**src/jtag_mem_pkg.sv**
```systemverilog
/* JTAG byte memory shared definitions */

package jtag_mem_pkg;

    localparam int DATA_WIDTH = 8;  // Memory and JTAG data width

    // JTAG instruction register codes
    typedef enum logic [1:0] {
        IR_BYPASS   = 2'b00,
        IR_WRITE    = 2'b01,
        IR_READ     = 2'b10,
        IR_SET_ADDR = 2'b11
    } ir_t;

    // Controller FSM states
    typedef enum logic [2:0] {
        IDLE,
        SET_ADDR,
        WAIT_SET_ADDR,
        WRITE,
        WAIT_WRITE,
        READ,
        WAIT_READ
    } ctrl_state_t;

    // Active-low segments, bit order gfedcba
    localparam logic [6:0] SEG_R     = 7'b0101111;
    localparam logic [6:0] SEG_D     = 7'b0100001;
    localparam logic [6:0] SEG_A     = 7'b0001000;
    localparam logic [6:0] SEG_J     = 7'b1100001;
    localparam logic [6:0] SEG_BLANK = 7'b1111111;

    // Hex digits 0 to F
    localparam logic [6:0] SEG_HEX [16] = '{
        7'b1000000, 7'b1111001, 7'b0100100, 7'b0110000,
        7'b0011001, 7'b0010010, 7'b0000010, 7'b1111000,
        7'b0000000, 7'b0010000, 7'b0001000, 7'b0000011,
        7'b1000110, 7'b0100001, 7'b0000110, 7'b0001110
    };

endpackage

```
**src/jtag_cmd_sync.sv**
```systemverilog
/* JTAG command synchronizer */
`timescale 1ns/1ps

module jtag_cmd_sync #(
    parameter int ADDR_WIDTH = 18
) (
    input  logic                                clk,
    input  logic                                rst,
    input  jtag_mem_pkg::ir_t                   jtag_ir,
    input  logic                                jtag_udr,
    input  logic [jtag_mem_pkg::DATA_WIDTH-1:0] jtag_wdata,
    input  logic [ADDR_WIDTH-1:0]               jtag_addr,
    output logic                                cmd_valid,
    output jtag_mem_pkg::ir_t                   cmd_ir,
    output logic [jtag_mem_pkg::DATA_WIDTH-1:0] cmd_data,
    output logic [ADDR_WIDTH-1:0]               cmd_addr
);
    import jtag_mem_pkg::*;

    ir_t                   ir_meta;
    logic [DATA_WIDTH-1:0] data_meta;
    logic [ADDR_WIDTH-1:0] addr_meta;
    logic                  udr_meta;
    logic                  udr_sync;
    logic                  udr_prev;   // Extra stage for edge detect

    // Update-DR path, the only one that qualifies a command
    always_ff @(posedge clk or posedge rst) begin
        if (rst) begin
            udr_meta <= 1'b0;
            udr_sync <= 1'b0;
            udr_prev <= 1'b0;
        end else begin
            udr_meta <= jtag_udr;
            udr_sync <= udr_meta;
            udr_prev <= udr_sync;
        end
    end

    // Buses are held steady by the host around Update-DR
    always_ff @(posedge clk or posedge rst) begin
        if (rst) begin
            ir_meta   <= IR_BYPASS;
            cmd_ir    <= IR_BYPASS;
            data_meta <= '0;
            cmd_data  <= '0;
            addr_meta <= '0;
            cmd_addr  <= '0;
        end else begin
            ir_meta   <= jtag_ir;
            cmd_ir    <= ir_meta;
            data_meta <= jtag_wdata;
            cmd_data  <= data_meta;
            addr_meta <= jtag_addr;
            cmd_addr  <= addr_meta;
        end
    end

    assign cmd_valid = udr_sync & ~udr_prev;  // Rising edge strobe

endmodule

```
**config.mk**
```make
export PLATFORM = sky130hd
export DESIGN_NAME = jtag_cmd_sync
export DESIGN_NICKNAME = d
export VERILOG_FILES = /design/src/jtag_mem_pkg.sv /design/src/jtag_cmd_sync.sv
export SDC_FILE = /design/constraint.sdc
export NUM_CORES = 1
export LEC_CHECK = 0
export ABC_CLOCK_PERIOD_IN_PS = 1400
export BUFFER_PORTS_ARGS = -buffer_cell sky130_fd_sc_hd__buf_2
export CORE_ASPECT_RATIO = 0.75
export CORE_MARGIN = 2
export CORE_UTILIZATION = 41
export CTS_CLUSTER_SIZE = 10
export DETAILED_ROUTE_END_ITERATION = 10
export PLACE_DENSITY = 0.71
export SKIP_CTS_REPAIR_TIMING = 1
export SLEW_MARGIN = 20
export SYNTH_ARGS = -nofsm -noshare
export SYNTH_HDL_FRONTEND = slang
export SYNTH_SLANG_ARGS = --single-unit
```
**constraint.sdc**
```tcl
create_clock -name clk -period 1.4 [get_ports clk]
set_input_delay 0 -clock clk [delete_from_list [all_inputs] [get_ports clk]]
set_output_delay 0 -clock clk [all_outputs]
set_load 0.02 [all_outputs]
```
; ---- After elaboration in Yosys (flattened, before gate mapping)
; Cells that the tools add are included.
[word_totals]
ff_bits = 59
latchBits = 0
mem_bits_rw = 0
rom_bits = 0
out_inout_bits = 29
elab_cells = 11
mem_count = 0
[classes]
n_addsub = 0
mul = 0
div_mod_pow = 0
order_cmp = 0
eq_ne = 0
shifts = 0
mux = 0
bitwise_logic = 2
reduce_logical = 0
[op_table]
columns = cell, n
row1 = 1-bit AND, 1
row2 = 1-bit NOT, 1

; ---- Longest topological paths before layout
[depth]
word_depth = 2
depth_mapped = 1
ltp_nobuf = 1

; ---- Worst setup path after synthesis
; OpenSTA, ideal clock, no wires.
[synth_path]
path_type = register to output
start = register udr_prev
end = output cmd_valid
arrival_ns = 0.539
setup_slack_ns = 0.861
stages_incl_launch_ff = 2
path_buffers = 0
cell_sequence = dfrtp_1 nor2b_4
[synth_between]
elab_chain_cells = 2
[synth_rtl]
columns = item, line
row1 = from (decl), jtag_cmd_sync.sv:25  ; logic udr_prev;
row2 = from (signal assigned), jtag_cmd_sync.sv:36  ; udr_prev <= udr_sync;
row3 = 1-bit NOT, jtag_cmd_sync.sv:59  ; assign cmd_valid = udr_sync & ~udr_prev;
row4 = 1-bit AND, jtag_cmd_sync.sv:59
row5 = to (decl), jtag_cmd_sync.sv:13  ; output logic cmd_valid,
; Every way passes these cells.

; ---- Worst setup path after layout
[layout_path]
start = register udr_sync
end = output cmd_valid
[layout_between]
elab_chain_cells = 1
[layout_rtl]
columns = item, line
row1 = from (decl), jtag_cmd_sync.sv:24  ; logic udr_sync;
row2 = from (signal assigned), jtag_cmd_sync.sv:35  ; udr_sync <= udr_meta;
row3 = 1-bit AND, jtag_cmd_sync.sv:59
; Every way passes these cells.

==> summary.txt <==
Run status
  – Status: finished clean

Global route
  – GR Overflow Total: 0
  – GRT Overall Usage: approximately 13%
  – Global-route wire length before repair: 3470 um
  – Number of global-route vias before repair: about 770
  – Largest net degree at the start of global routing: 60
  – Initial antenna violation count: 0

Die
  – Initial Util: between 40 and 50%
  – Die height: between 50 and 60 um
  – Die width: roughly 74 um
  – Row count: 18
  – Die ar.: between 4000 and 5000 um2
  – I/O Pins: 60
  – CORE AREA: 3380 um2

CTS
  – Root Driver: clkbuf_8
  – CTS tree: done
  – H-tree depth: 3
  – Clock buffer depth: 2
  – Reg clk slew, reported paths: 60 ps
  – Sink Count: roughly 60
  – Worst-skew pair later-pin latency: approximately 320 ps
  – CTS buffer count: 9

STA
  – Setup tns final: 0 ps
  – Worst-Margin Slew: between 200 and 300 ps
  – Tmin final: between 900 and 1000 ps
  – RSZ-0062 raised after global routing: no
  – Slew Limit Fails: 0
  – Fmax: ~1000 MHz
  – Final setup vio count: 0
  – Hold Violations, Final: 0
  – Max-slew headroom: between 80% and 90%
  – Clk_skew: around 3.7 ps
  – Share of the clock period used by the worst path: 69.2%

Yosys
  – Xor/xnor share of the synthesized area: 0%
  – Mapped Cells: just over 60
  – Post-synthesis adder-cell area fraction: 0%
  – Yosys cell types: 3
  – Synth Area in Simple Gates: less than 1%
  – Synth Area in Compound Gates: 0%
  – Cell Area, Synth: 1490 um2
  – Largest family of logic cells by synthesized area: simple AND/OR/NAND/NOR gates
  – Synth warnings: 0
  – #FFs+latches synth: 59
  – Synth Net Count: 92
  – Seq/Total Area, Yosys: 98.8%
  – Synth Area per Inst: 24.5 um2
  – Multiplexer area fraction after synthesis: 0%

Power
  – Comb power frac: 7.4%
  – Total chip power: between 3 and 4 mW
  – Sequential share of power: ~54%
  – P_sw: 707 uW
  – Internal power: 2.65 mW
  – P_leak: 1.15 nW
  – Clock network power share: between 30% and 40%
  – PwrDens: between 1000 and 1500 nW/um2
  – Peak VDD IR: ~0.93 mV
  – Net Sw Frac: 21.1%

Placed design
  – Final HPWL DP: between 1000 and 1500 um
  – Placed inst area: between 1500 and 2000 um2
  – IO buf count: a little under 60
  – Routability cong.: between 0.6 and 0.7

Critical path
  – CP required: between 1000 and 1500 ps
  – Setup crit start kind: flop
  – Critical Path Sink Type: output pin
  – CP Class: flop to output pin
  – Worst-path maximum fanout: 2
  – Crit path DAT: roughly 970 ps

Layout
  – # nets final: about 190
  – Fraction of layout cells with a size suffix above 1: between 40 and 50%
  – Commonest non-fill, non-tap cells in the layout: 59 x dfrtp_1, 59 x buf_2, 30 x dlygate4sd3_1
  – Fin area: between 2000 and 2500 um2
  – Ant diodes: 0
  – Fill cells: about 220
  – Syn-to-layout area delta: 56.4%

Flow run
  – Max-Cap Viols: 0

Routing
  – ANT nets after route: 0
  – WL final: between 2000 and 3000 um
  – Violation count after the first detailed-route iteration: 24
  – TritonRoute pass-1 iters: 2
  – WL/cell: 12.4 um
  – Via-to-Cell Ratio: a little over 4
  – DR DRC count: 0
  – Vias: 843

Hold path
  – Worst Hold Class: primary input to flop
## kinds of logic after synthesis
| kind of cell | count (synthesis) |
|---|---|
| flip-flops | 59 |
| AND/OR/NAND/NOR | 1 |
| buffers and inverters | 1 |
## synthesized netlist by cell type
master	number	share of area [%]
inv_1	1	0.25
nor2b_4	1	0.92
dfrtp_1	59	99
## state kept, by name (all words and copies together) (netlist names)
signal,flops
addr_meta,18
cmd_addr,18
cmd_data,8
data_meta,8
cmd_ir,2
ir_meta,2
udr_meta,1
udr_prev,1
udr_sync,1
## final timing paths
kind,startpoint,slack (ps),depth (start not counted),endpoint
setup / recovery,udr_sync$_DFF_PP0_,430,2,cmd_valid
hold / removal,jtag_addr[1],320,2,addr_meta[1]$_DFF_PP0_
setup reg to reg,udr_sync$_DFF_PP0_,900,0,udr_prev$_DFF_PP0_
hold reg to reg,addr_meta[12]$_DFF_PP0_,350,0,cmd_addr[12]$_DFF_PP0_
max in group asynchronous,rst,830,4,cmd_addr[8]$_DFF_PP0_
min in group asynchronous,rst,330,4,cmd_addr[15]$_DFF_PP0_
## power groups by stage
stage	sequential [mW]	clock, mW	combinational, mW
finish	1.81	1.29	0.248
CTS	1.81	1.35	0.186
global route	1.82	1.45	0.273
floorplan	1.90	0	0.0301
detailed placement	1.84	0	0.186
global placement	1.84	0	0.182
## critical path, cell delays in order, from the launching register on
cell and delay, ps:
dfrtp_1 380, nor2b_4 120, buf_2 150
## stage by stage
stage	instances	worst slack (ps)	hold slack (ps)	utilization [%]
after detailed placement	161	768	109	55.1
final	207	431	316	69.1
after global routing	207	372	299	69.1
after CTS	177	403	-246	60.3
after floorplan	61	784	31.4	-
after global placement	161	775	90.6	55.1
## cell type report
| class | instances | area (um2) | share of cell area (%) |
|---|---|---|---|
| Tap cell | 40 | 50.0 | 2.14 |
| Sequential cell | 59 | 1480 | 63.2 |
| Multi-Input combinational cell | 1 | 13.8 | 0.589 |
| Clock inverter | 2 | 10.0 | 0.428 |
| Timing Repair Buffer | 90 | 616 | 26.4 |
| Inverter | 1 | 7.51 | 0.321 |
| Clock buffer | 14 | 163 | 6.96 |
## per-layer routing
metal / GRT usage [%] / routed length (um) / up-vias
li1: - / - / 388
met1: 13.5 / 1030 / 401
met2: 15.2 / 1190 / 52
met3: 14.7 / 339 / 2
met4: 5.45 / 15 / 0
met5: 0 / 0 / -
No activity file was read; power rests on OpenSTA's default activity.
