[config.mk]
export PLATFORM = sky130hd
export DESIGN_NAME = seg_display
export DESIGN_NICKNAME = d
export VERILOG_FILES = /design/src/jtag_mem_pkg.sv /design/src/seg_display.sv
export SDC_FILE = /design/constraint.sdc
export NUM_CORES = 1
export LEC_CHECK = 0
export BUFFER_PORTS_ARGS = -buffer_cell sky130_fd_sc_hd__buf_2
export CELL_PAD_IN_SITES_DETAIL_PLACEMENT = 1
export CELL_PAD_IN_SITES_GLOBAL_PLACEMENT = 1
export CORE_MARGIN = 2
export CORE_UTILIZATION = 33
export DETAILED_ROUTE_END_ITERATION = 10
export PLACE_DENSITY_LB_ADDON = 0.1
export SLEW_MARGIN = 20
export SYNTH_ARGS = -nofsm -noshare
export SYNTH_HDL_FRONTEND = slang
export SYNTH_SLANG_ARGS = --single-unit
[constraint.sdc]
create_clock -name vclk -period 4.2
set_input_delay 0.84 -clock vclk [all_inputs]
set_output_delay 0.84 -clock vclk [all_outputs]
set_load 0.01 [all_outputs]
[src/jtag_mem_pkg.sv]
/* JTAG byte memory shared definitions */

package jtag_mem_pkg;

    localparam int DATA_WIDTH = 8;  // Memory and JTAG data width

    // JTAG instruction register codes
    typedef enum logic [1:0] {
        IR_BYPASS   = 2'b00,
        IR_WRITE    = 2'b01,
        IR_READ     = 2'b10,
        IR_SET_ADDR = 2'b11
    } ir_t;

    // Controller FSM states
    typedef enum logic [2:0] {
        IDLE,
        SET_ADDR,
        WAIT_SET_ADDR,
        WRITE,
        WAIT_WRITE,
        READ,
        WAIT_READ
    } ctrl_state_t;

    // Active-low segments, bit order gfedcba
    localparam logic [6:0] SEG_R     = 7'b0101111;
    localparam logic [6:0] SEG_D     = 7'b0100001;
    localparam logic [6:0] SEG_A     = 7'b0001000;
    localparam logic [6:0] SEG_J     = 7'b1100001;
    localparam logic [6:0] SEG_BLANK = 7'b1111111;

    // Hex digits 0 to F
    localparam logic [6:0] SEG_HEX [16] = '{
        7'b1000000, 7'b1111001, 7'b0100100, 7'b0110000,
        7'b0011001, 7'b0010010, 7'b0000010, 7'b1111000,
        7'b0000000, 7'b0010000, 7'b0001000, 7'b0000011,
        7'b1000110, 7'b0100001, 7'b0000110, 7'b0001110
    };

endpackage

[src/seg_display.sv]
/* Seven-segment display selection */
`timescale 1ns/1ps

module seg_display #(
    parameter int ADDR_WIDTH = 18
) (
    input  logic                                view_jtag,      // 0 read view, 1 JTAG view
    input  logic                                view_addr_sel,  // 0 data, 1 address
    input  logic [ADDR_WIDTH-1:0]               read_addr,
    input  logic [jtag_mem_pkg::DATA_WIDTH-1:0] read_data,
    input  logic [ADDR_WIDTH-1:0]               jtag_addr,
    input  logic [jtag_mem_pkg::DATA_WIDTH-1:0] jtag_data,
    output logic [6:0]                          hex0,
    output logic [6:0]                          hex1,
    output logic [6:0]                          hex2,
    output logic [6:0]                          hex3,
    output logic [6:0]                          hex4,
    output logic [6:0]                          hex5
);
    import jtag_mem_pkg::*;

    // Room for at least four digits
    localparam int VW = (ADDR_WIDTH > 16) ? ADDR_WIDTH : 16;

    logic [VW-1:0]         addr_ext;
    logic [DATA_WIDTH-1:0] data_sel;
    logic [15:0]           value;    // Shown on hex5..hex2

    // ========================================================================
    // Value selection
    // ========================================================================
    always_comb begin
        addr_ext = view_jtag ? VW'(jtag_addr) : VW'(read_addr);
        data_sel = view_jtag ? jtag_data : read_data;
        value    = view_addr_sel ? addr_ext[15:0] : 16'(data_sel);  // Data as 00xx
    end

    assign hex5 = SEG_HEX[value[15:12]];
    assign hex4 = SEG_HEX[value[11:8]];
    assign hex3 = SEG_HEX[value[7:4]];
    assign hex2 = SEG_HEX[value[3:0]];

    // ========================================================================
    // Mode tag
    // ========================================================================
    always_comb begin
        case ({view_jtag, view_addr_sel})
            2'b00: begin hex1 = SEG_R; hex0 = SEG_D; end
            2'b01: begin hex1 = SEG_R; hex0 = SEG_A; end
            2'b10: begin hex1 = SEG_J; hex0 = SEG_D; end
            2'b11: begin hex1 = SEG_J; hex0 = SEG_A; end
            default: begin
                hex1 = SEG_BLANK;    // Unknown switch level
                hex0 = SEG_BLANK;
            end
        endcase
    end

endmodule

### After elaboration in Yosys (flattened, before gate mapping)

Memory sizes are Yosys's and may differ from the RTL's.
Index checks and enable logic that the tools add are counted.

| storage, ports and cells | value |
|---|---|
| register bits | 0 |
| memory bits (read-only) | 448 |
| input bits | 54 |
| output and inout bits | 42 |
| word-level logic and storage cells | 33 |
| memories | 4 |

| operators by class | value |
|---|---|
| $lt $le $gt $ge | 4 |
| equal/unequal tests | 3 |
| mux-type cells | 13 |
| bitwise logic cells | 4 |
| reduce and logical (&&, ||, !) cells | 5 |

Memory list:

| memory | words | width | read ports | clocked after Yosys merged registers in | write ports | line | source |
|---|---|---|---|---|---|---|---|
| (name not given) | 16 | 7 | 1 | 0 | 0 | seg_display.sv:41 | `assign hex2 = SEG_HEX[value[3:0]];` |
| (name not given) | 16 | 7 | 1 | 0 | 0 | seg_display.sv:40 | `assign hex3 = SEG_HEX[value[7:4]];` |
| (name not given) | 16 | 7 | 1 | 0 | 0 | seg_display.sv:39 | `assign hex4 = SEG_HEX[value[11:8]];` |
| (name not given) | 16 | 7 | 1 | 0 | 0 | seg_display.sv:38 | `assign hex5 = SEG_HEX[value[15:12]];` |

Operators with widths:

| operator | count |
|---|---|
| $mux 7 | 8 |
| $mux 16 | 2 |
| $pmux 7 s2 | 2 |
| $ge 5x5->1 const B | 4 |
| $not 4->5 | 4 |
| $mux 8 | 1 |
| $reduce_or 2->1 | 4 |
| $eq 2x2->1 const B | 2 |
| $eq 2x1->1 const B | 1 |
| $logic_not 2->1 | 1 |

### Longest topological paths before layout

| logic depth | value |
|---|---|
| depth in word-level cells | 6 |
| mapped depth | 9 |
| mapped depth without buffers | 7 |

### Worst setup path after synthesis

No wires, ideal clock.

| timing path | value |
|---|---|
| path type | input to output |
| start point | input port view_addr_sel |
| end point | output port hex5[3] |
| arrival time | 2491 ps |
| data required time | 3360 ps |
| setup slack | 869 ps |
| cell stages on the path | 7 |
| path buffers | 2 |
| path through | buf_2 buf_2 inv_1 nor2_1 inv_1 ha_1 mux4_2 |

| on the way | value |
|---|---|
| cells in the longest elaborated chain, start to end | 5 |

Ends and longest elaborated chain:

| what | line | source |
|---|---|---|
| start: declaration | seg_display.sv:8 | `input logic view_addr_sel,` |
| $mux 16 | seg_display.sv:35 | `value = view_addr_sel ? addr_ext[15:0] : 16'(data_sel);` |
| $not 4->5 (implied by the code) | seg_display.sv:38 |  |
| $mem_v2 16x7 | -- |  |
| $mux 7 (implied by the code) (2 in a row) | seg_display.sv:38 |  |
| end: declaration | seg_display.sv:18 | `output logic [6:0] hex5` |

No other way between the ends. The select of a mux whose other input is x is not followed.

### Final worst setup path

| timing path | value |
|---|---|
| start point | input port view_jtag |
| end point | output port hex3[0] |

| on the way | value |
|---|---|
| cells in the longest elaborated chain, start to end | 6 |

Ends and longest elaborated chain:

| what | line | source |
|---|---|---|
| start: declaration | seg_display.sv:7 | `input logic view_jtag,` |
| $mux 8 / $mux 16 (equally long branches) | seg_display.sv:34, seg_display.sv:33 |  |
| $mux 16 * | seg_display.sv:35 |  |
| $not 4->5 (implied by the code) * | seg_display.sv:40 |  |
| $mem_v2 16x7 * | -- |  |
| $mux 7 (implied by the code) * (2 in a row) | seg_display.sv:40 |  |
| end: declaration | seg_display.sv:16 | `output logic [6:0] hex3,` |

Mark *: on every way between the ends. The rest lies on a longest branch, timed or not. The select of a mux whose other input is x is not followed.

==> metrics.cfg <==
[outcome]
outcome = finished clean

[global_routing]
antenna_found_initial = 0
grt_pass1_wl_um = 6189
grt_overflow = 0
grt_max_degree = 19
grt_pass1_vias = 1412
grt.total_usage_pct = 14.71

[sta]
worstMarginPinSlew_ps = 501.9
max_freq_ghz = 0.2722
final.setup.worst_slack_ps = 526.2
setup_viol = 0
maxSlewHeadroom_pct = 66.46
maxSlewViolCount = 0
tns_ps = 0
fin_crit_sh_pct = 87.47
finalHoldViolCount = 0
period_needed_ps = 3674
rsz0062_at_grt = false

[floorplanning]
die_w_um = 69.31
fp.dieArea_um2 = 4804
core_um2 = 4058
ioPinCount = 96
initial_core_util_pct = 34.69
num_rows = 23
fp.dieH_um = 69.31

[logic_synthesis]
synth_cells = 165
seq_area_frac_synth_pct = 0
ys_warn_count = 0
avgSynthCellArea_um2 = 8.531
netlist_area_um2 = 1408
ys_types = 36

[clock_tree]
post-cts-setup-buffer-count = 0
post_cts_resized = 0
postCtsHoldBufs = 0

[power_and_ir_drop]
vdd_drop_max_v = 0.00005128
power.leakage_uw = 0.0009763
fin_total_pwr_uw = 254.3
power_density_nw_per_um2 = 143.1

[worst_setup_path]
crit_end = hex3[0]
start_kind = input port
critical_path_arrival_ps = 2830
path_cells = buf_2 > mux4_1 > inv_1 > ha_1 > inv_1 > o31ai_1 > buf_2
cp_slowest_stage_delay_ps = 740
path_max_fanout = 17
cp_slowest_cell = mux4_1
crit_path_end_kind = output port
cp_num_buf_inv = 4
worstSetupStartpoint = view_jtag
crit_type = in2out
crit_family = buffers and inverters
cp.depth = 7
crit_required_ps = 3360

[cells_and_area]
syn2layout_area_growth_pct = 26.22
nClkBuffers = 0
drive_above_1_share_pct = 45.11
nets = 315
n_antenna_cell = 0
final_cell_mix = buf_2 (85), ha_1 (24), inv_1 (16)
fill_cells = 533
seq_cells = 0
final_common_cell = buf_2
regArea_um2 = 0

[detailed_routing]
wl_per_cell_um = 13.14
ant_nets = 0
avgViaCountPerCell = 4.958
vias = 1413
drc_errors = 0
wirelength_um = 3745
dr.pass1.iters = 2
drt_iter0_markers = 35

[placed_design]
pre_cts_ws_ps = 480.3
gp_congestion = 0.7398
hpwl_um = 3183
port_buffers = 85

[worst_hold_path]
hold_path.class = in2out

[flow_run]
maxCapViolCount = 0

## power breakdown
part	switching [uW]	internal [uW]
registers	0	0
logic	133	122
clock network	0	0
total	133	122
## logic make-up (layout without fill, tap and decap cells)
family                     Yosys count  after routing  synth area share [%]
and+or+nand+nor                     37             37                 12.62
AOI/OAI and AO/OA                   29             29                 14.22
adders and majority gates           24             24                 21.33
buffers and inverters               38            103                 15.11
other                                2              7                0.5335
xor gates and xnor gates             2              2                 1.245
muxes                               33             33                 34.93
## worst min path at each step
stage	startpoint	slack [ps]	to	cells after the start
final	view_addr_sel	2090	hex0[3]	2
after global routing	view_addr_sel	2130	hex0[3]	2
after CTS	view_addr_sel	2100	hex0[3]	2
after detailed placement	view_addr_sel	2100	hex0[3]	2
after global placement	view_addr_sel	2100	hex0[3]	2
after floorplan	read_addr[14]	1970	hex5[0]	3
## cells in the mapped netlist, drive strengths merged
library cell  instances  area, um2
ha                   24      300.3
buf                  19      141.4
inv                  16      60.06
nand2                15      56.30
mux2i                12      120.1
mux4                 11      255.2
mux2                 10      116.4
o22ai                 7      43.79
nand3                 5      25.02
nor2                  5      18.77
o21ai                 5      25.02
clkbuf                3      11.26
nand2b                3      18.77
nor3b                 3      22.52
o21a                  3      22.52
o31ai                 3      22.52
a21oi                 2      10.01
conb                  2      7.510
nor2b                 2      12.51
o2bb2ai               2      17.52
o32ai                 2      17.52
xnor2                 2      17.52
a211oi                1      7.510
a22o                  1      8.760
a22oi                 1      7.510
a32o                  1      10.01
and2                  1      6.260
nand4                 1      6.260
nor3                  1      5.000
o211ai                1      7.510
or2                   1      6.260
## metal layers
metal / up-vias / wire, um / global-route usage [%]
li1: 720 / - / -
met1: 654 / 1703 / 18.32
met2: 39 / 1886 / 29.38
met3: 0 / 156 / 0.5814
met4: 0 / 0 / 0
met5: - / 0 / 0
## metrics by stage
step                      util (%)  hold slack [ps]  cell area [um2]  cells
after floorplan                  -             1966             1426    170
after global placement       43.79             2102             1777    285
after detailed placement     43.79             2104             1777    285
after CTS                    43.79             2103             1777    285
after global routing         43.79             2135             1777    285
final                        43.79             2094             1777    285
## final cells by class
type	count	area [um2]	area share, %
Multi-Input combinational cell	132	1214	68.31
Inverter	16	60.06	3.380
Tap cell	50	62.56	3.521
Timing Repair Buffer	87	440.4	24.79
Note: power is estimated with default switching activity, not from simulation.
