## src/key_debounce.sv

```systemverilog
/* Key debouncer */
`timescale 1ns/1ps

module key_debounce #(
    parameter int DEBOUNCE_CYCLES = 500000
) (
    input  logic clk,
    input  logic rst,
    input  logic key_n,
    output logic press
);

    localparam int CNT_W = (DEBOUNCE_CYCLES > 0) ? $clog2(DEBOUNCE_CYCLES + 1) : 1;

    logic             key_meta;
    logic             key_sync;
    logic             key_stable;   // Debounced level
    logic             key_prev;
    logic [CNT_W-1:0] cnt;          // Cycles differing from stable

    // Two-flop synchronizer, idle high
    always_ff @(posedge clk or posedge rst) begin
        if (rst) begin
            key_meta <= 1'b1;
            key_sync <= 1'b1;
        end else begin
            key_meta <= key_n;
            key_sync <= key_meta;
        end
    end

    // Stability counter
    always_ff @(posedge clk or posedge rst) begin
        if (rst) begin
            cnt        <= '0;
            key_stable <= 1'b1;
            key_prev   <= 1'b1;
        end else begin
            key_prev <= key_stable;
            if (key_sync == key_stable) begin
                cnt <= '0;                          // Bounce restarts count
            end else if (cnt == CNT_W'(DEBOUNCE_CYCLES)) begin
                key_stable <= key_sync;             // Settled
                cnt        <= '0;
            end else begin
                cnt <= cnt + 1'b1;
            end
        end
    end

    assign press = key_prev & ~key_stable;  // Stable high to low

endmodule

```

## src/view_addr_nav.sv

```systemverilog
/* Viewing address navigation */
`timescale 1ns/1ps

module view_addr_nav #(
    parameter int ADDR_WIDTH      = 18,
    parameter int DEBOUNCE_CYCLES = 500000
) (
    input  logic                  clk,
    input  logic                  rst,
    input  logic                  key_up_n,
    input  logic                  key_down_n,
    output logic [ADDR_WIDTH-1:0] view_addr
);

    logic up_press;
    logic down_press;

    key_debounce #(
        .DEBOUNCE_CYCLES (DEBOUNCE_CYCLES)
    ) u_key_up (
        .clk   (clk),
        .rst   (rst),
        .key_n (key_up_n),
        .press (up_press)
    );

    key_debounce #(
        .DEBOUNCE_CYCLES (DEBOUNCE_CYCLES)
    ) u_key_down (
        .clk   (clk),
        .rst   (rst),
        .key_n (key_down_n),
        .press (down_press)
    );

    // Saturating step, up wins
    always_ff @(posedge clk or posedge rst) begin
        if (rst) begin
            view_addr <= '0;
        end else if (up_press) begin
            if (view_addr != '1)
                view_addr <= view_addr + 1'b1;   // Stop at top of memory
        end else if (down_press) begin
            if (view_addr != '0)
                view_addr <= view_addr - 1'b1;   // Stop at zero
        end
    end

endmodule

```

## config.mk

```make
export PLATFORM = sky130hd
export DESIGN_NAME = view_addr_nav
export DESIGN_NICKNAME = d
export VERILOG_FILES = /design/src/key_debounce.sv /design/src/view_addr_nav.sv
export SDC_FILE = /design/constraint.sdc
export NUM_CORES = 1
export LEC_CHECK = 0
export BUFFER_PORTS_ARGS = -buffer_cell sky130_fd_sc_hd__buf_2
export CORE_AREA = 5 5 109 111
export CTS_BUF_LIST = sky130_fd_sc_hd__clkbuf_8
export DETAILED_ROUTE_END_ITERATION = 10
export DIE_AREA = 0 0 114 116
export PLACE_DENSITY = 0.6
export SLEW_MARGIN = 20
export SYNTH_ARGS = -nofsm -noshare
export SYNTH_HDL_FRONTEND = slang
export SYNTH_HIERARCHICAL = 1
export SYNTH_SLANG_ARGS = --single-unit
```

## constraint.sdc

```tcl
create_clock -name clk -period 2.9 [get_ports clk]
set_clock_uncertainty 0.2 [all_clocks]
set_input_delay 0 -clock clk [delete_from_list [all_inputs] [get_ports clk]]
set_output_delay 0 -clock clk [all_outputs]
set_load 0.02 [all_outputs]
```

== Word-level counts from Yosys, hierarchy flattened ==
Index checks and enable logic that the tools add are counted.

* Add/subtract/negate cells: 4
* Equality and inequality tests: 6
* Multiplexer cells: 8
* Bitwise logic cells: 6
* Reductions and logical operators: 6

{| class="wikitable"
|+ Operators by type and width
! cell !! count
|-
| 19-bit 2-to-1 mux || 4
|-
| 18-bit 2-to-1 mux || 4
|-
| 19-bit by 1-bit adder with 19-bit output, second input constant || 2
|-
| 19-bit equality test, second input constant || 2
|-
| 18-bit by 1-bit adder with 18-bit output, second input constant || 1
|-
| 18-bit inequality test, second input constant || 1
|-
| 18-bit nonzero test || 1
|-
| 18-bit by 1-bit subtractor with 18-bit output, second input constant || 1
|-
| 1-bit NOT || 4
|-
| 2-bit AND reduction || 2
|-
| 2-bit nonzero test || 2
|-
| 3-bit AND reduction || 1
|-
| 1-bit bitwise AND || 2
|-
| 1-bit equality test || 2
|-
| 2-bit inequality test, second input constant || 1
|}

* Register bits after elaboration: 64
* Bits of input ports: 4

== Logic depth before layout (Yosys ltp) ==
* Depth after elaboration: 4
* Gate-level depth with buffers: 11
* Mapped depth without buffers: 10

== Cells and area by module ==
Netlist, hierarchy kept.

{| class="wikitable"
|+ By module, submodules not included
! module !! instances !! cells an instance !! area an instance (µm²)
|-
| key_debounce || 2 || 109 || 1109.8
|-
| view_addr_nav || 1 || 175 || 1491.4
|}

== Least setup slack after synthesis ==
OpenSTA, ideal clock, no wires.

* Path type: register to register
* Start: register u_key_up.key_prev
* End: register view_addr[17]
* Library setup time: 0.130 ns
* Arrival time: 2.703 ns
* Setup slack: -0.134 ns
* Cell stages (with the launch flop): 11
* Buffers on the path: 0
* Period minus slack after synthesis: 3.034 ns
* Path through: dfstp_2 -> nor2b_1 -> inv_1 -> ha_1 -> a21o_1 -> a31o_2 -> a31oi_2 -> o21a_1 -> o31ai_1 -> mux2i_1 -> xnor2_1

* Word-level cells in the longest chain between the ends: 3

{| class="wikitable"
|+ Ends and longest elaborated chain
! item !! RTL line !! text
|-
| start: declaration || key_debounce.sv:18 || <nowiki>logic key_prev;</nowiki>
|-
| start signal: assignment || key_debounce.sv:39 || <nowiki>key_prev <= key_stable;</nowiki>
|-
| 1-bit bitwise AND * || key_debounce.sv:51 || <nowiki>assign press = key_prev & ~key_stable;</nowiki>
|-
| named net up_press || view_addr_nav.sv:15 || <nowiki>logic up_press;</nowiki>
|-
| 2-bit inequality test (no source line) or 2-bit nonzero test (tied branches) || -- ||
|-
| 3-bit AND reduction (no source line) || -- ||
|-
| end signal: assignment || view_addr_nav.sv:42 || <nowiki>view_addr <= view_addr + 1'b1;</nowiki>
|-
| end signal: assignment || view_addr_nav.sv:45 || <nowiki>view_addr <= view_addr - 1'b1;</nowiki>
|-
| end: declaration || view_addr_nav.sv:12 || <nowiki>output logic [ADDR_WIDTH-1:0] view_addr</nowiki>
|}

The timed path passes the listed nets; every way through them passes the cells marked *.
A chain may end at the register's enable or synchronous reset.

== Worst setup path after layout ==
* Start: register u_key_up.key_stable
* End: register view_addr[8]

* Word-level cells in the longest chain between the ends: 4

{| class="wikitable"
|+ Ends and longest elaborated chain
! item !! RTL line !! text
|-
| start: declaration || key_debounce.sv:17 || <nowiki>logic key_stable;</nowiki>
|-
| start signal: assignment || key_debounce.sv:43 || <nowiki>key_stable <= key_sync;</nowiki>
|-
| 1-bit NOT * || key_debounce.sv:51 ||
|-
| 1-bit bitwise AND * || key_debounce.sv:51 ||
|-
| named net up_press || view_addr_nav.sv:15 ||
|-
| 2-bit inequality test (no source line) or 2-bit nonzero test (tied branches) || -- ||
|-
| 3-bit AND reduction (no source line) || -- ||
|}

Marks and branches as above.

==> reports/results.tsv <==
metric	value	unit
grt_pass1_wl	13700	um
yosys.area.top_type	dfrtp_1	
pwr-share-comb	3.1	%
ys_seq_elements	64	
pre_cts_ws	0.128	ns
die_y	116	um
min_to	u_key_down/key_meta	
dieArea	13200	um2
crit_type	reg2reg	
fp.coreArea	10700	um2
yosys_warnings	6	
crit_arrival	2.75	ns
max_freq	369	MHz
htree_levels	3	
cts_buffers	9	
die_w	114	um
antenna-diode-count	0	
worstPathMaxFanout	18	
crit_path_start_kind	flip-flop	
avgSynthCellArea	9.44	um2
cts_tree	yes	
switching_share	24.1	%
tns	0	ns
antenna_found_initial	0	
hp-start	key_down_n	
ir_drop	0.225	mV
finalCritPeriodShare	93.6	%
regToRegStartpoint	u_key_up/key_stable	
final_hold_viol_count	0	
worst_slew_pin_slew	0.863	ns
cts_setup_buffers	0	
placedCellCount	553	
pin_count	22	
synth_nets	418	
drt_iter0_drc	209	
io_buffers	21	
min_path_type	in2reg	
status	finished, final reports clean	
cts_root_buf	clkbuf_8	
netlist_instances	393	
hold_ws	0.0891	ns
ys_types	48	
finalMaxSlewViolations	0	
synth_top_area_share	37.8	%
wirelength	7920	um
multi_input_area	2030	um2
async_flop_share	100	%
p_leak	1.89	nW
power	1.77	mW
synth_area	3710	um2
grt-ovfl-total	0	
cp.required	2.93	ns
viasPerCell	5.14	
r2r_setup_slack	0.19	ns
grt_max_degree	24	
nets	452	
syn_to_final_growth	15.6	%
internal-power	1.34	mW
grt_usage	12.6	%
ys_top_cells_by_area	dfrtp_1 38%, ha_1 6.7%, dfstp_2 5.7%, xnor2_1 5.2%, xor2_1 4.0%	
cts_buffer_depth	2	
route.detailed.drc	0	
synth-edff-count	0	
maxCapViolations	0	
drt-wirelength-per-cell	13.8	um
instances_no_fill	572	
ys.flop_type	dfrtp_1	
final_util	40.1	%
worst_r2r_path_depth	9	
worst_r2r_endpoint	view_addr[8]	
final_area	4290	um2
hold_path_depth	2	
clock_latency	0.35	ns
powerDensity	413	nW/um2
grt_pass1_vias	2792	
drive_above_1_share	19.0	%
placed_area	4010	um2
fin_ws	0.187	ns
gp_congestion	0.875	
rows	38	
relSlewSlack	42.4	%
fillers	1078	
finalSetupViolCount	0	
ys_top_cells_by_count	56 x dfrtp_1, 36 x nand2_1, 35 x nor2_1, 26 x o21ai_0, 25 x a21oi_1	
vias	2939	
ant_nets	0	
p_seq_share	51.6	%
firstDrtPassIters	5	
cts_sinks	64	
start_util	34.7	%
p_sw	0.427	mW
seqCellArea	1610	um2
synth-seq-area-share	43.4	%
synth.most_common_cell	dfrtp_1	
crit_path_end_kind	flip-flop	
place.detailed.hpwl	5640	um
period_minus_slack	2.71	ns
rsz0062_at_grt	yes	
p_clk_share	45.3	%
clkTransAtPathRegs	0.08	ns
-- registers in the layout, indices dropped and copies added, names as in the netlist --
signal	flops
u_key_up/key_meta	1
u_key_down/key_prev	1
u_key_down/key_sync	1
u_key_down/key_stable	1
u_key_up/cnt	19
u_key_down/cnt	19
u_key_up/key_sync	1
u_key_down/key_meta	1
u_key_up/key_stable	1
u_key_up/key_prev	1
view_addr	18
-- worst max-delay path by stage --
stage | start | to | depth (start not counted)
final | u_key_up/key_stable | view_addr[8] | 9
after global routing | u_key_up/key_prev | view_addr[12] | 10
after CTS | u_key_up/key_prev | view_addr[17] | 10
after detailed placement | u_key_up/key_prev | view_addr[17] | 10
after global placement | u_key_up/key_stable | view_addr[8] | 9
after floorplan | u_key_up/key_prev | view_addr[17] | 10
-- power groups by stage --
stage                     Combinational [mW]  Clock, mW  Sequential, mW
final                                 0.0551      0.802           0.914
after global routing                  0.0675      0.870           0.916
after CTS                             0.0582      0.839           0.914
after detailed placement              0.0545          0           0.932
after global placement                0.0545          0           0.931
after floorplan                       0.0382          0           0.929
-- layout by cell type, fill, tap and decap left out, types with 7 or more instances in the layout --
| master | Yosys | routed |
|---|---|---|
| o21ai_0 | 26 | 25 |
| nand2_1 | 36 | 36 |
| buf_4 | 2 | 7 |
| a21oi_1 | 25 | 23 |
| nand3_1 | 12 | 12 |
| dfrtp_1 | 56 | 56 |
| nand4_1 | 17 | 17 |
| dfstp_2 | 8 | 8 |
| clkbuf_8 | 0 | 10 |
| nor2_1 | 35 | 34 |
| inv_1 | 20 | 19 |
| ha_1 | 20 | 15 |
| buf_2 | 2 | 21 |
| xnor2_1 | 22 | 22 |
| o31ai_1 | 8 | 7 |
| or4_1 | 9 | 9 |
| xor2_1 | 17 | 17 |
-- routing by layer --
layer  wire (um)  vias up  GRT usage [%]  part of all wire [%]
li1            -     1485              -                     -
met1        3750     1394           17.0                    47
met2        3720       55           20.1                    47
met3         398        5           3.81                   5.0
met4          57        0           2.85                  0.72
met5           0        -              0                     0
-- layout make-up --
type | instances | area share [%]
tap | 140 | 4.08
inverter | 20 | 1.75
timing repair buffer | 31 | 4.38
sequential | 64 | 37.6
multi-input combinational | 301 | 47.4
clock inverter | 6 | 1.58
clock buffer | 10 | 3.21
-- cells by family (layout without fill, tap and decap cells) --
family,after synthesis,after routing,share of synthesized area (%)
muxes,3,3,0.877
and+or+nand+nor,155,155,22.6
DFF,64,64,43.4
adders and majority gates,21,21,7.28
AOI/OAI and AO/OA,83,83,13.5
buffers and inverters,28,67,3.14
xor gates and xnor gates,39,39,9.20
-- what timing repair did --
item | in CTS | in global routing
setup endpoints to repair | 0 | 7
gates resized for setup | 0 | 15
hold endpoints to repair | 58 | 0
hold buffers | 3 | 0
-- worst max-delay path, stage by stage (launching register included) --
cell	delay, ns
dfstp_2	0.57
nor2b_2	0.06
buf_4	0.15
nor4_1	0.31
nand4_1	0.13
or4_1	0.43
o211ai_2	0.27
buf_4	0.33
nand2_1	0.08
o41ai_1	0.07
No activity file was read; power rests on OpenSTA's default activity.
