===== src/jtag_mem_pkg.sv =====
/* JTAG byte memory shared definitions */

package jtag_mem_pkg;

    localparam int DATA_WIDTH = 8;  // Memory and JTAG data width

    // JTAG instruction register codes
    typedef enum logic [1:0] {
        IR_BYPASS   = 2'b00,
        IR_WRITE    = 2'b01,
        IR_READ     = 2'b10,
        IR_SET_ADDR = 2'b11
    } ir_t;

    // Controller FSM states
    typedef enum logic [2:0] {
        IDLE,
        SET_ADDR,
        WAIT_SET_ADDR,
        WRITE,
        WAIT_WRITE,
        READ,
        WAIT_READ
    } ctrl_state_t;

    // Active-low segments, bit order gfedcba
    localparam logic [6:0] SEG_R     = 7'b0101111;
    localparam logic [6:0] SEG_D     = 7'b0100001;
    localparam logic [6:0] SEG_A     = 7'b0001000;
    localparam logic [6:0] SEG_J     = 7'b1100001;
    localparam logic [6:0] SEG_BLANK = 7'b1111111;

    // Hex digits 0 to F
    localparam logic [6:0] SEG_HEX [16] = '{
        7'b1000000, 7'b1111001, 7'b0100100, 7'b0110000,
        7'b0011001, 7'b0010010, 7'b0000010, 7'b1111000,
        7'b0000000, 7'b0010000, 7'b0001000, 7'b0000011,
        7'b1000110, 7'b0100001, 7'b0000110, 7'b0001110
    };

endpackage


===== src/jtag_mem_ctrl.sv =====
/* JTAG memory command controller */
`timescale 1ns/1ps

module jtag_mem_ctrl #(
    parameter int ADDR_WIDTH = 18
) (
    input  logic                                clk,
    input  logic                                rst,
    input  logic                                cmd_valid,
    input  jtag_mem_pkg::ir_t                   cmd_ir,
    input  logic [jtag_mem_pkg::DATA_WIDTH-1:0] cmd_data,
    input  logic [ADDR_WIDTH-1:0]               cmd_addr,
    input  logic [jtag_mem_pkg::DATA_WIDTH-1:0] ram_rdata,
    output logic [ADDR_WIDTH-1:0]               ram_addr,
    output logic [jtag_mem_pkg::DATA_WIDTH-1:0] ram_wdata,
    output logic                                ram_we,
    output logic                                ram_own,
    output logic                                jtag_busy,
    output logic [ADDR_WIDTH-1:0]               last_addr,
    output logic [jtag_mem_pkg::DATA_WIDTH-1:0] last_data
);
    import jtag_mem_pkg::*;

    ctrl_state_t           state;
    ctrl_state_t           state_nxt;
    logic                  start;    // Strobe accepted only in IDLE
    logic [ADDR_WIDTH-1:0] addr_q;   // Last SET_ADDR target
    logic [DATA_WIDTH-1:0] data_q;   // Last written or read byte

    assign start = cmd_valid && (state == IDLE);

    // ========================================================================
    // Next state
    // ========================================================================
    always_comb begin
        state_nxt = state;
        case (state)
            IDLE: begin
                if (start) begin
                    case (cmd_ir)
                        IR_SET_ADDR: state_nxt = SET_ADDR;
                        IR_WRITE:    state_nxt = WRITE;
                        IR_READ:     state_nxt = READ;
                        default:     state_nxt = IDLE;   // Bypass
                    endcase
                end
            end
            SET_ADDR:      state_nxt = WAIT_SET_ADDR;
            WAIT_SET_ADDR: state_nxt = IDLE;
            WRITE:         state_nxt = WAIT_WRITE;   // Write strobe here
            WAIT_WRITE:    state_nxt = IDLE;
            READ:          state_nxt = WAIT_READ;    // Address at RAM
            WAIT_READ:     state_nxt = IDLE;         // Read data valid
            default:       state_nxt = IDLE;
        endcase
    end

    // ========================================================================
    // State and command registers
    // ========================================================================
    always_ff @(posedge clk or posedge rst) begin
        if (rst) begin
            state  <= IDLE;
            addr_q <= '0;
            data_q <= '0;
        end else begin
            state <= state_nxt;
            if (start && cmd_ir == IR_SET_ADDR)
                addr_q <= cmd_addr;
            if (start && cmd_ir == IR_WRITE)
                data_q <= cmd_data;
            if (state == WAIT_READ)
                data_q <= ram_rdata;          // One cycle RAM latency
        end
    end

    assign ram_addr  = addr_q;
    assign ram_wdata = data_q;
    assign last_addr = addr_q;
    assign last_data = data_q;

    assign ram_we    = (state == WRITE);
    assign ram_own   = (state inside {WRITE, WAIT_WRITE, READ, WAIT_READ});
    assign jtag_busy = (state != IDLE);

endmodule


===== config.mk =====
export PLATFORM = sky130hd
export DESIGN_NAME = jtag_mem_ctrl
export DESIGN_NICKNAME = d
export VERILOG_FILES = /design/src/jtag_mem_pkg.sv /design/src/jtag_mem_ctrl.sv
export SDC_FILE = /design/constraint.sdc
export NUM_CORES = 1
export LEC_CHECK = 0
export BUFFER_PORTS_ARGS = -buffer_cell sky130_fd_sc_hd__buf_2
export CAP_MARGIN = 10
export CORE_ASPECT_RATIO = 2
export CORE_UTILIZATION = 40
export DETAILED_ROUTE_END_ITERATION = 6
export PLACE_DENSITY = 0.86
export SYNTH_ARGS = -nofsm -noshare
export SYNTH_HDL_FRONTEND = slang
export SYNTH_SLANG_ARGS = --single-unit

===== constraint.sdc =====
create_clock -name clk -period 2.4 [get_ports clk]
set_input_delay 0.72 -clock clk [delete_from_list [all_inputs] [get_ports clk]]
set_output_delay 0.72 -clock clk [all_outputs]
set_load 0.03 [all_outputs]

# Word level (Yosys, flattened, before mapping)
# Cells that the tools add are included.
word_totals:
  in_bits: 39
  elab_cells: 24
  output_inout_bits: 55
  ff_bits: 29
classes:
  muxes: 5
  n_reduce_logical: 7
  n_eq_ne: 9
op_table:
  columns: ["cell", "n"]
  rows:
  - ["two-way mux 8 bit", 2]
  - ["one-hot mux 3 bit (4 select lines)", 1]
  - ["== test 3 bit (second input constant)", 3]
  - ["one-hot mux 3 bit (3 select lines)", 1]
  - ["== test 2 bit (second input constant)", 2]
  - ["nonzero test 4 bit", 1]
  - ["== test 3 x 1 -> 1 bit (second input constant)", 1]
  - ["== test 3 x 2 -> 1 bit (second input constant)", 1]
  - ["logical AND 1 bit", 3]
  - ["logical NOT 3 bit", 1]
  - ["two-way mux 3 bit", 1]
  - ["nonzero test 3 bit", 1]
  - ["== test 2 x 1 -> 1 bit (second input constant)", 1]
  - ["!= test 2 bit (second input constant)", 1]
  - ["nonzero test 2 bit", 1]

# Longest topological paths before layout
depth:
  depth_word: 5
  depth_mapped: 5
  depth_no_buf: 3

# Worst setup path after synthesis
# No wires, ideal clock.
synth_path:
  path_type: "in2reg"
  startpoint: "in cmd_valid"
  endpoint: "reg addr_q[0] (netlist: last_addr[0])"
  path_slack_ps: 401
  arrival_time_ps: 1874
  n_path_buf: 1
  t_required_ps: 2275
  setup_ps: 125
  path_stages: 4
  cell_sequence: "or4b_4 -> nor2_8 -> buf_12 -> mux2_4"
synth_between:
  elab_chain_cells: 2
synth_rtl:
  columns: ["item", "line", "source"]
  rows:
  - ["start, declared", "jtag_mem_ctrl.sv:9", "input logic cmd_valid,"]
  - ["logical AND 1 bit", "jtag_mem_ctrl.sv:30", "assign start = cmd_valid && (state == IDLE);"]
  - ["logical AND 1 bit", "jtag_mem_ctrl.sv:68", "if (start && cmd_ir == IR_SET_ADDR)"]
  - ["end signal, assigned", "jtag_mem_ctrl.sv:69", "addr_q <= cmd_addr;"]
  - ["end, declared", "jtag_mem_ctrl.sv:27", "logic [ADDR_WIDTH-1:0] addr_q;"]
# Every way passes these cells.
# A chain may end at the register's enable or synchronous reset.

# Final worst setup path
layout_path:
  startpoint: "reg state[2]"
  endpoint: "out jtag_busy"
layout_between:
  elab_chain_cells: 1
layout_rtl:
  columns: ["item", "line", "source"]
  rows:
  - ["start, declared", "jtag_mem_ctrl.sv:24", "ctrl_state_t state;"]
  - ["start signal, assigned", "jtag_mem_ctrl.sv:67", "state <= state_nxt;"]
  - ["nonzero test 3 bit", "jtag_mem_ctrl.sv:84", "assign jtag_busy = (state != IDLE);"]
  - ["end, declared", "jtag_mem_ctrl.sv:18", "output logic jtag_busy,"]
# Every way passes these cells.

==> impl_summary.txt <==
----------------------------------------------------
[Outcome]
  Outcome ... completed

[Clock tree]
  Latest clock arrival within the worst-skew pair ... 280 ps
  Buffer cell driving the clock tree root ... clkbuf_8
  Quantity of hold-fixing buffers added after cts ... 0
  Clock buffers created by TritonCTS ... 5
  Clock slew at the register clock pins of the worst setup and hold paths ... roughly 60 ps
  Number of clock sinks seen by CTS ... 29
  Setup bufs post-CTS ... 0
  Cts repair resizes ... 0
  Clock tree buffer depth ... 2
  CTS tree ... yes
  Number of H-tree levels ... 2

[Worst setup path]
  Kind of capture point of the worst setup path ... primary output
  CP Data Arrival Time ... 1420 ps
  Top fanout value on the critical path ... 8
  CP Data Required Time ... between 1500 and 2000 ps
  Delay of the slowest critical-path stage ... between 400 and 500 ps
  Count of buffering cells on the critical path with inverters included ... 1
  Worst Path Class, Setup ... flop to primary output
  Cells along the critical path ... or3_2, buf_2
  Critical path's top delay family ... simple AND/OR/NAND/NOR gates
  Kind of launch point of the worst setup path ... flop
  Critical-path cell with the highest stage delay ... or3_2

[Logic synthesis]
  Instance count of the mapped netlist ... approximately 110
  Register bit count reported by yosys ... 29
  Yosys synthesis warning count ... 0
  Area share of the largest cell type after synthesis ... 0.4758
  Count of different cell masters after synthesis ... 21
  Top cells by area in the synthesized netlist ... dfrtp_1, mux2_2, buf_4, mux2_4, buf_12
  Sequential share of the synthesized area ... 0.4758
  Mapped Nets ... roughly 150
  Post-Syn Area per Cell ... roughly 14 um2
  Cell area after synthesis ... 1525 um2
  Synth area leader ... dfrtp_1

[Timing]
  Unrepaired setup endpoints after global routing ... no
  Clock tree skew after final layout ... ~5.6 ps
  Number of pins with negative max-slew slack in the final report ... 0
  Final sum of negative setup slack ... 0 ps
  Peak clock frequency supported by timing ... between 0.4 and 0.5 GHz
  Final count of hold timing violations ... 0
  Post-layout min period ... roughly 2100 ps
  Worst-case hold slack ... roughly 500 ps
  Tightest slew margin relative to the limit ... 0.6492
  Total of endpoints with negative setup slack in the final report ... 0
  Transition at the pin with the smallest max-transition slack ... 524.6 ps
  Ratio of final minimum period to clock period ... 0.8913
  Fin worst setup slack ... 260.9 ps

[Placed design]
  Placed wire-length estimate ... around 2.3 mm
  Port Buf Inserts ... between 90 and 100
  Pre-CTS setup slack ... about 180 ps
  Routability cong. ... roughly 0.65
  Post-detailed-placement cell area ... around 1800 um2

[Finish]
  Storage element area ... between 700 and 800 um2
  Area occupied by multi-input gates ... approximately 570 um2
  Net count reported at finish ... between 200 and 250
  Finished layout cell area ... between 1500 and 2000 um2
  Filler Cell Count ... 345
  Fraction of layout cells with a size suffix above 1 ... 0.7554
  Diodes inserted ... 0
  Area added between synthesis and finish ... 25.59%

[Drt]
  WL per Instance ... between 10 and 15 um
  Number of nets still failing antenna checks after routing ... 0
  Number of detailed-route iterations in the first pass ... 3
  Highest metal layer with signal wires ... met4
  Number of remaining DRC errors ... 0
  DRC marker count from the first detailed-route iteration ... 4
  Vias post-DR ... 1043
  Met1 WL ... around 1.1 mm
  Met3 wire length ... roughly 190 um
  Detailed-route vias per instance ... 4.476
  Detailed Route WL ... about 3.0 mm
  Met2 routed wirelength ... 1.647 mm

[Global route]
  Number of antenna violations at the first check in global routing ... 0
  Wire length of the first global-routing pass ... between 4 and 5 mm
  Vias in the first global route ... between 1k and 1.5k
  All-layer global routing usage ... 0.1580
  Aggregate global routing overflow ... 0
  Pin count of the biggest net entering global routing ... 30

[Power and ir drop]
  Power after layout ... a little over 0.003 W
  Combinational Power Share ... 0.578
  Switching share of total power ... 0.5038
  P_int ... 0.001513 W
  Worst vdd ir ... 0.9241 mV
  Total leakage power ... ~1.0 nW
  Clock power frac ... 0.130
  Net switching power ... ~0.0015 W
  Pwr Density ... around 1600 nW/um2
  Sequential Power Share ... 0.292

[Floorplan]
  Core Footprint ... 3646 um2
  Total die area ... 4079 um2
  Number of placed I/O pins ... between 90 and 100
  Die H ... between 80 and 90 um
  Placement Rows ... 31
  Horiz. Die Dim ... roughly 46 um
  Initial core utilization ... 0.4183

[Flow run]
  Max-cap violations ... 0

[Hold path]
  Worst min-delay path class ... primary input to async pin

----------------------------------------------------
routing by layer:
layer / vias to the layer above / GRT usage
met3: 5 / 0.04444
met1: 472 / 0.1570
li1: 497 / -
met5: - / 0
met4: 0 / 0.09091
met2: 69 / 0.2779
layout make-up:
class / count / share of cell area
well taps: 49 / 0.03201
flip-flops and latches: 29 / 0.3788
multi-input cells: 53 / 0.2952
inverters: 1 / 0.001960
clock buffers: 7 / 0.04507
repair buffers: 94 / 0.2469
synth_stat cells (all sizes together):
cell type / count
nand2b: 1
o22ai: 1
nand3b: 1
and4bb: 1
buf: 28
dfrtp: 29
inv: 1
nor4b: 1
clkbuf: 1
or4b: 1
a21boi: 1
or3: 1
nor2: 6
mux2: 34
xnor2: 1
o21ai: 1
nand2: 3
kinds of logic after synthesis:
| family | Yosys count | synth area share |
|---|---|---|
| multiplexers | 34 | 0.2756 |
| buffers and inverters | 30 | 0.1534 |
| flip-flops | 29 | 0.4758 |
| AND/OR/NAND/NOR | 15 | 0.06973 |
| AO/OA/AOI/OAI | 3 | 0.01970 |
| XOR/XNOR | 1 | 0.005743 |
power groups by stage:
stage                     Clock (W)  Combinational (W)  Sequential (W)
after detailed placement          0            0.00178        0.000895
final                      0.000396            0.00176        0.000891
after floorplan                   0            0.00113         0.00132
after global placement            0            0.00175        0.000888
after global routing       0.000434            0.00185        0.000927
after CTS                  0.000416            0.00178        0.000898
worst register-to-register path, cell delays in order, from the launching register on:
cell and delay (ps):
dfrtp_1 460, or4b_4 630, nor2_8 360, mux2_2 390
worst paths after layout:
check / end / depth (start not counted) / startpoint / slack [ps]
hold / removal: last_addr[15] / 3 / rst / 500
min in group clk: last_data[4] / 1 / last_data[4] / 520
setup / recovery: jtag_busy / 2 / state[2] / 260
max in group asynchronous: last_data[1] / 3 / rst / 1630
setup reg to reg: last_addr[9] / 3 / state[2] / 440
hold reg to reg: last_data[4] / 1 / last_data[4] / 520
registers in the layout, indices dropped and copies added (netlist names):
name	flops
last_data	8
state	3
last_addr	18
metrics by stage:
step / cells / util
2_1_floorplan: 112 / -
3_3_place_gp: 226 / 0.5017
3_5_place_dp: 226 / 0.5017
4_1_cts: 233 / 0.5254
5_1_grt: 233 / 0.5254
6_report: 233 / 0.5254
cells in the final DEF (no fill, tap or decap):
cell      Yosys  layout
a21boi_0      1       1
and4bb_2      1       1
buf_2         0      93
buf_4        26       1
clkbuf_1      1       1
clkbuf_8      0       6
dfrtp_1      29      29
inv_1         1       1
mux2_2       24      24
mux2_4       10      10
nand2_1       3       3
nand2b_1      1       1
nand3b_1      1       1
nor2_1        5       5
nor2_8        1       1
nor4b_1       1       1
o21ai_4       1       1
o22ai_1       1       1
or3_2         1       1
or4b_4        1       1
xnor2_1       1       1
Power figures use the tool's default switching activity.
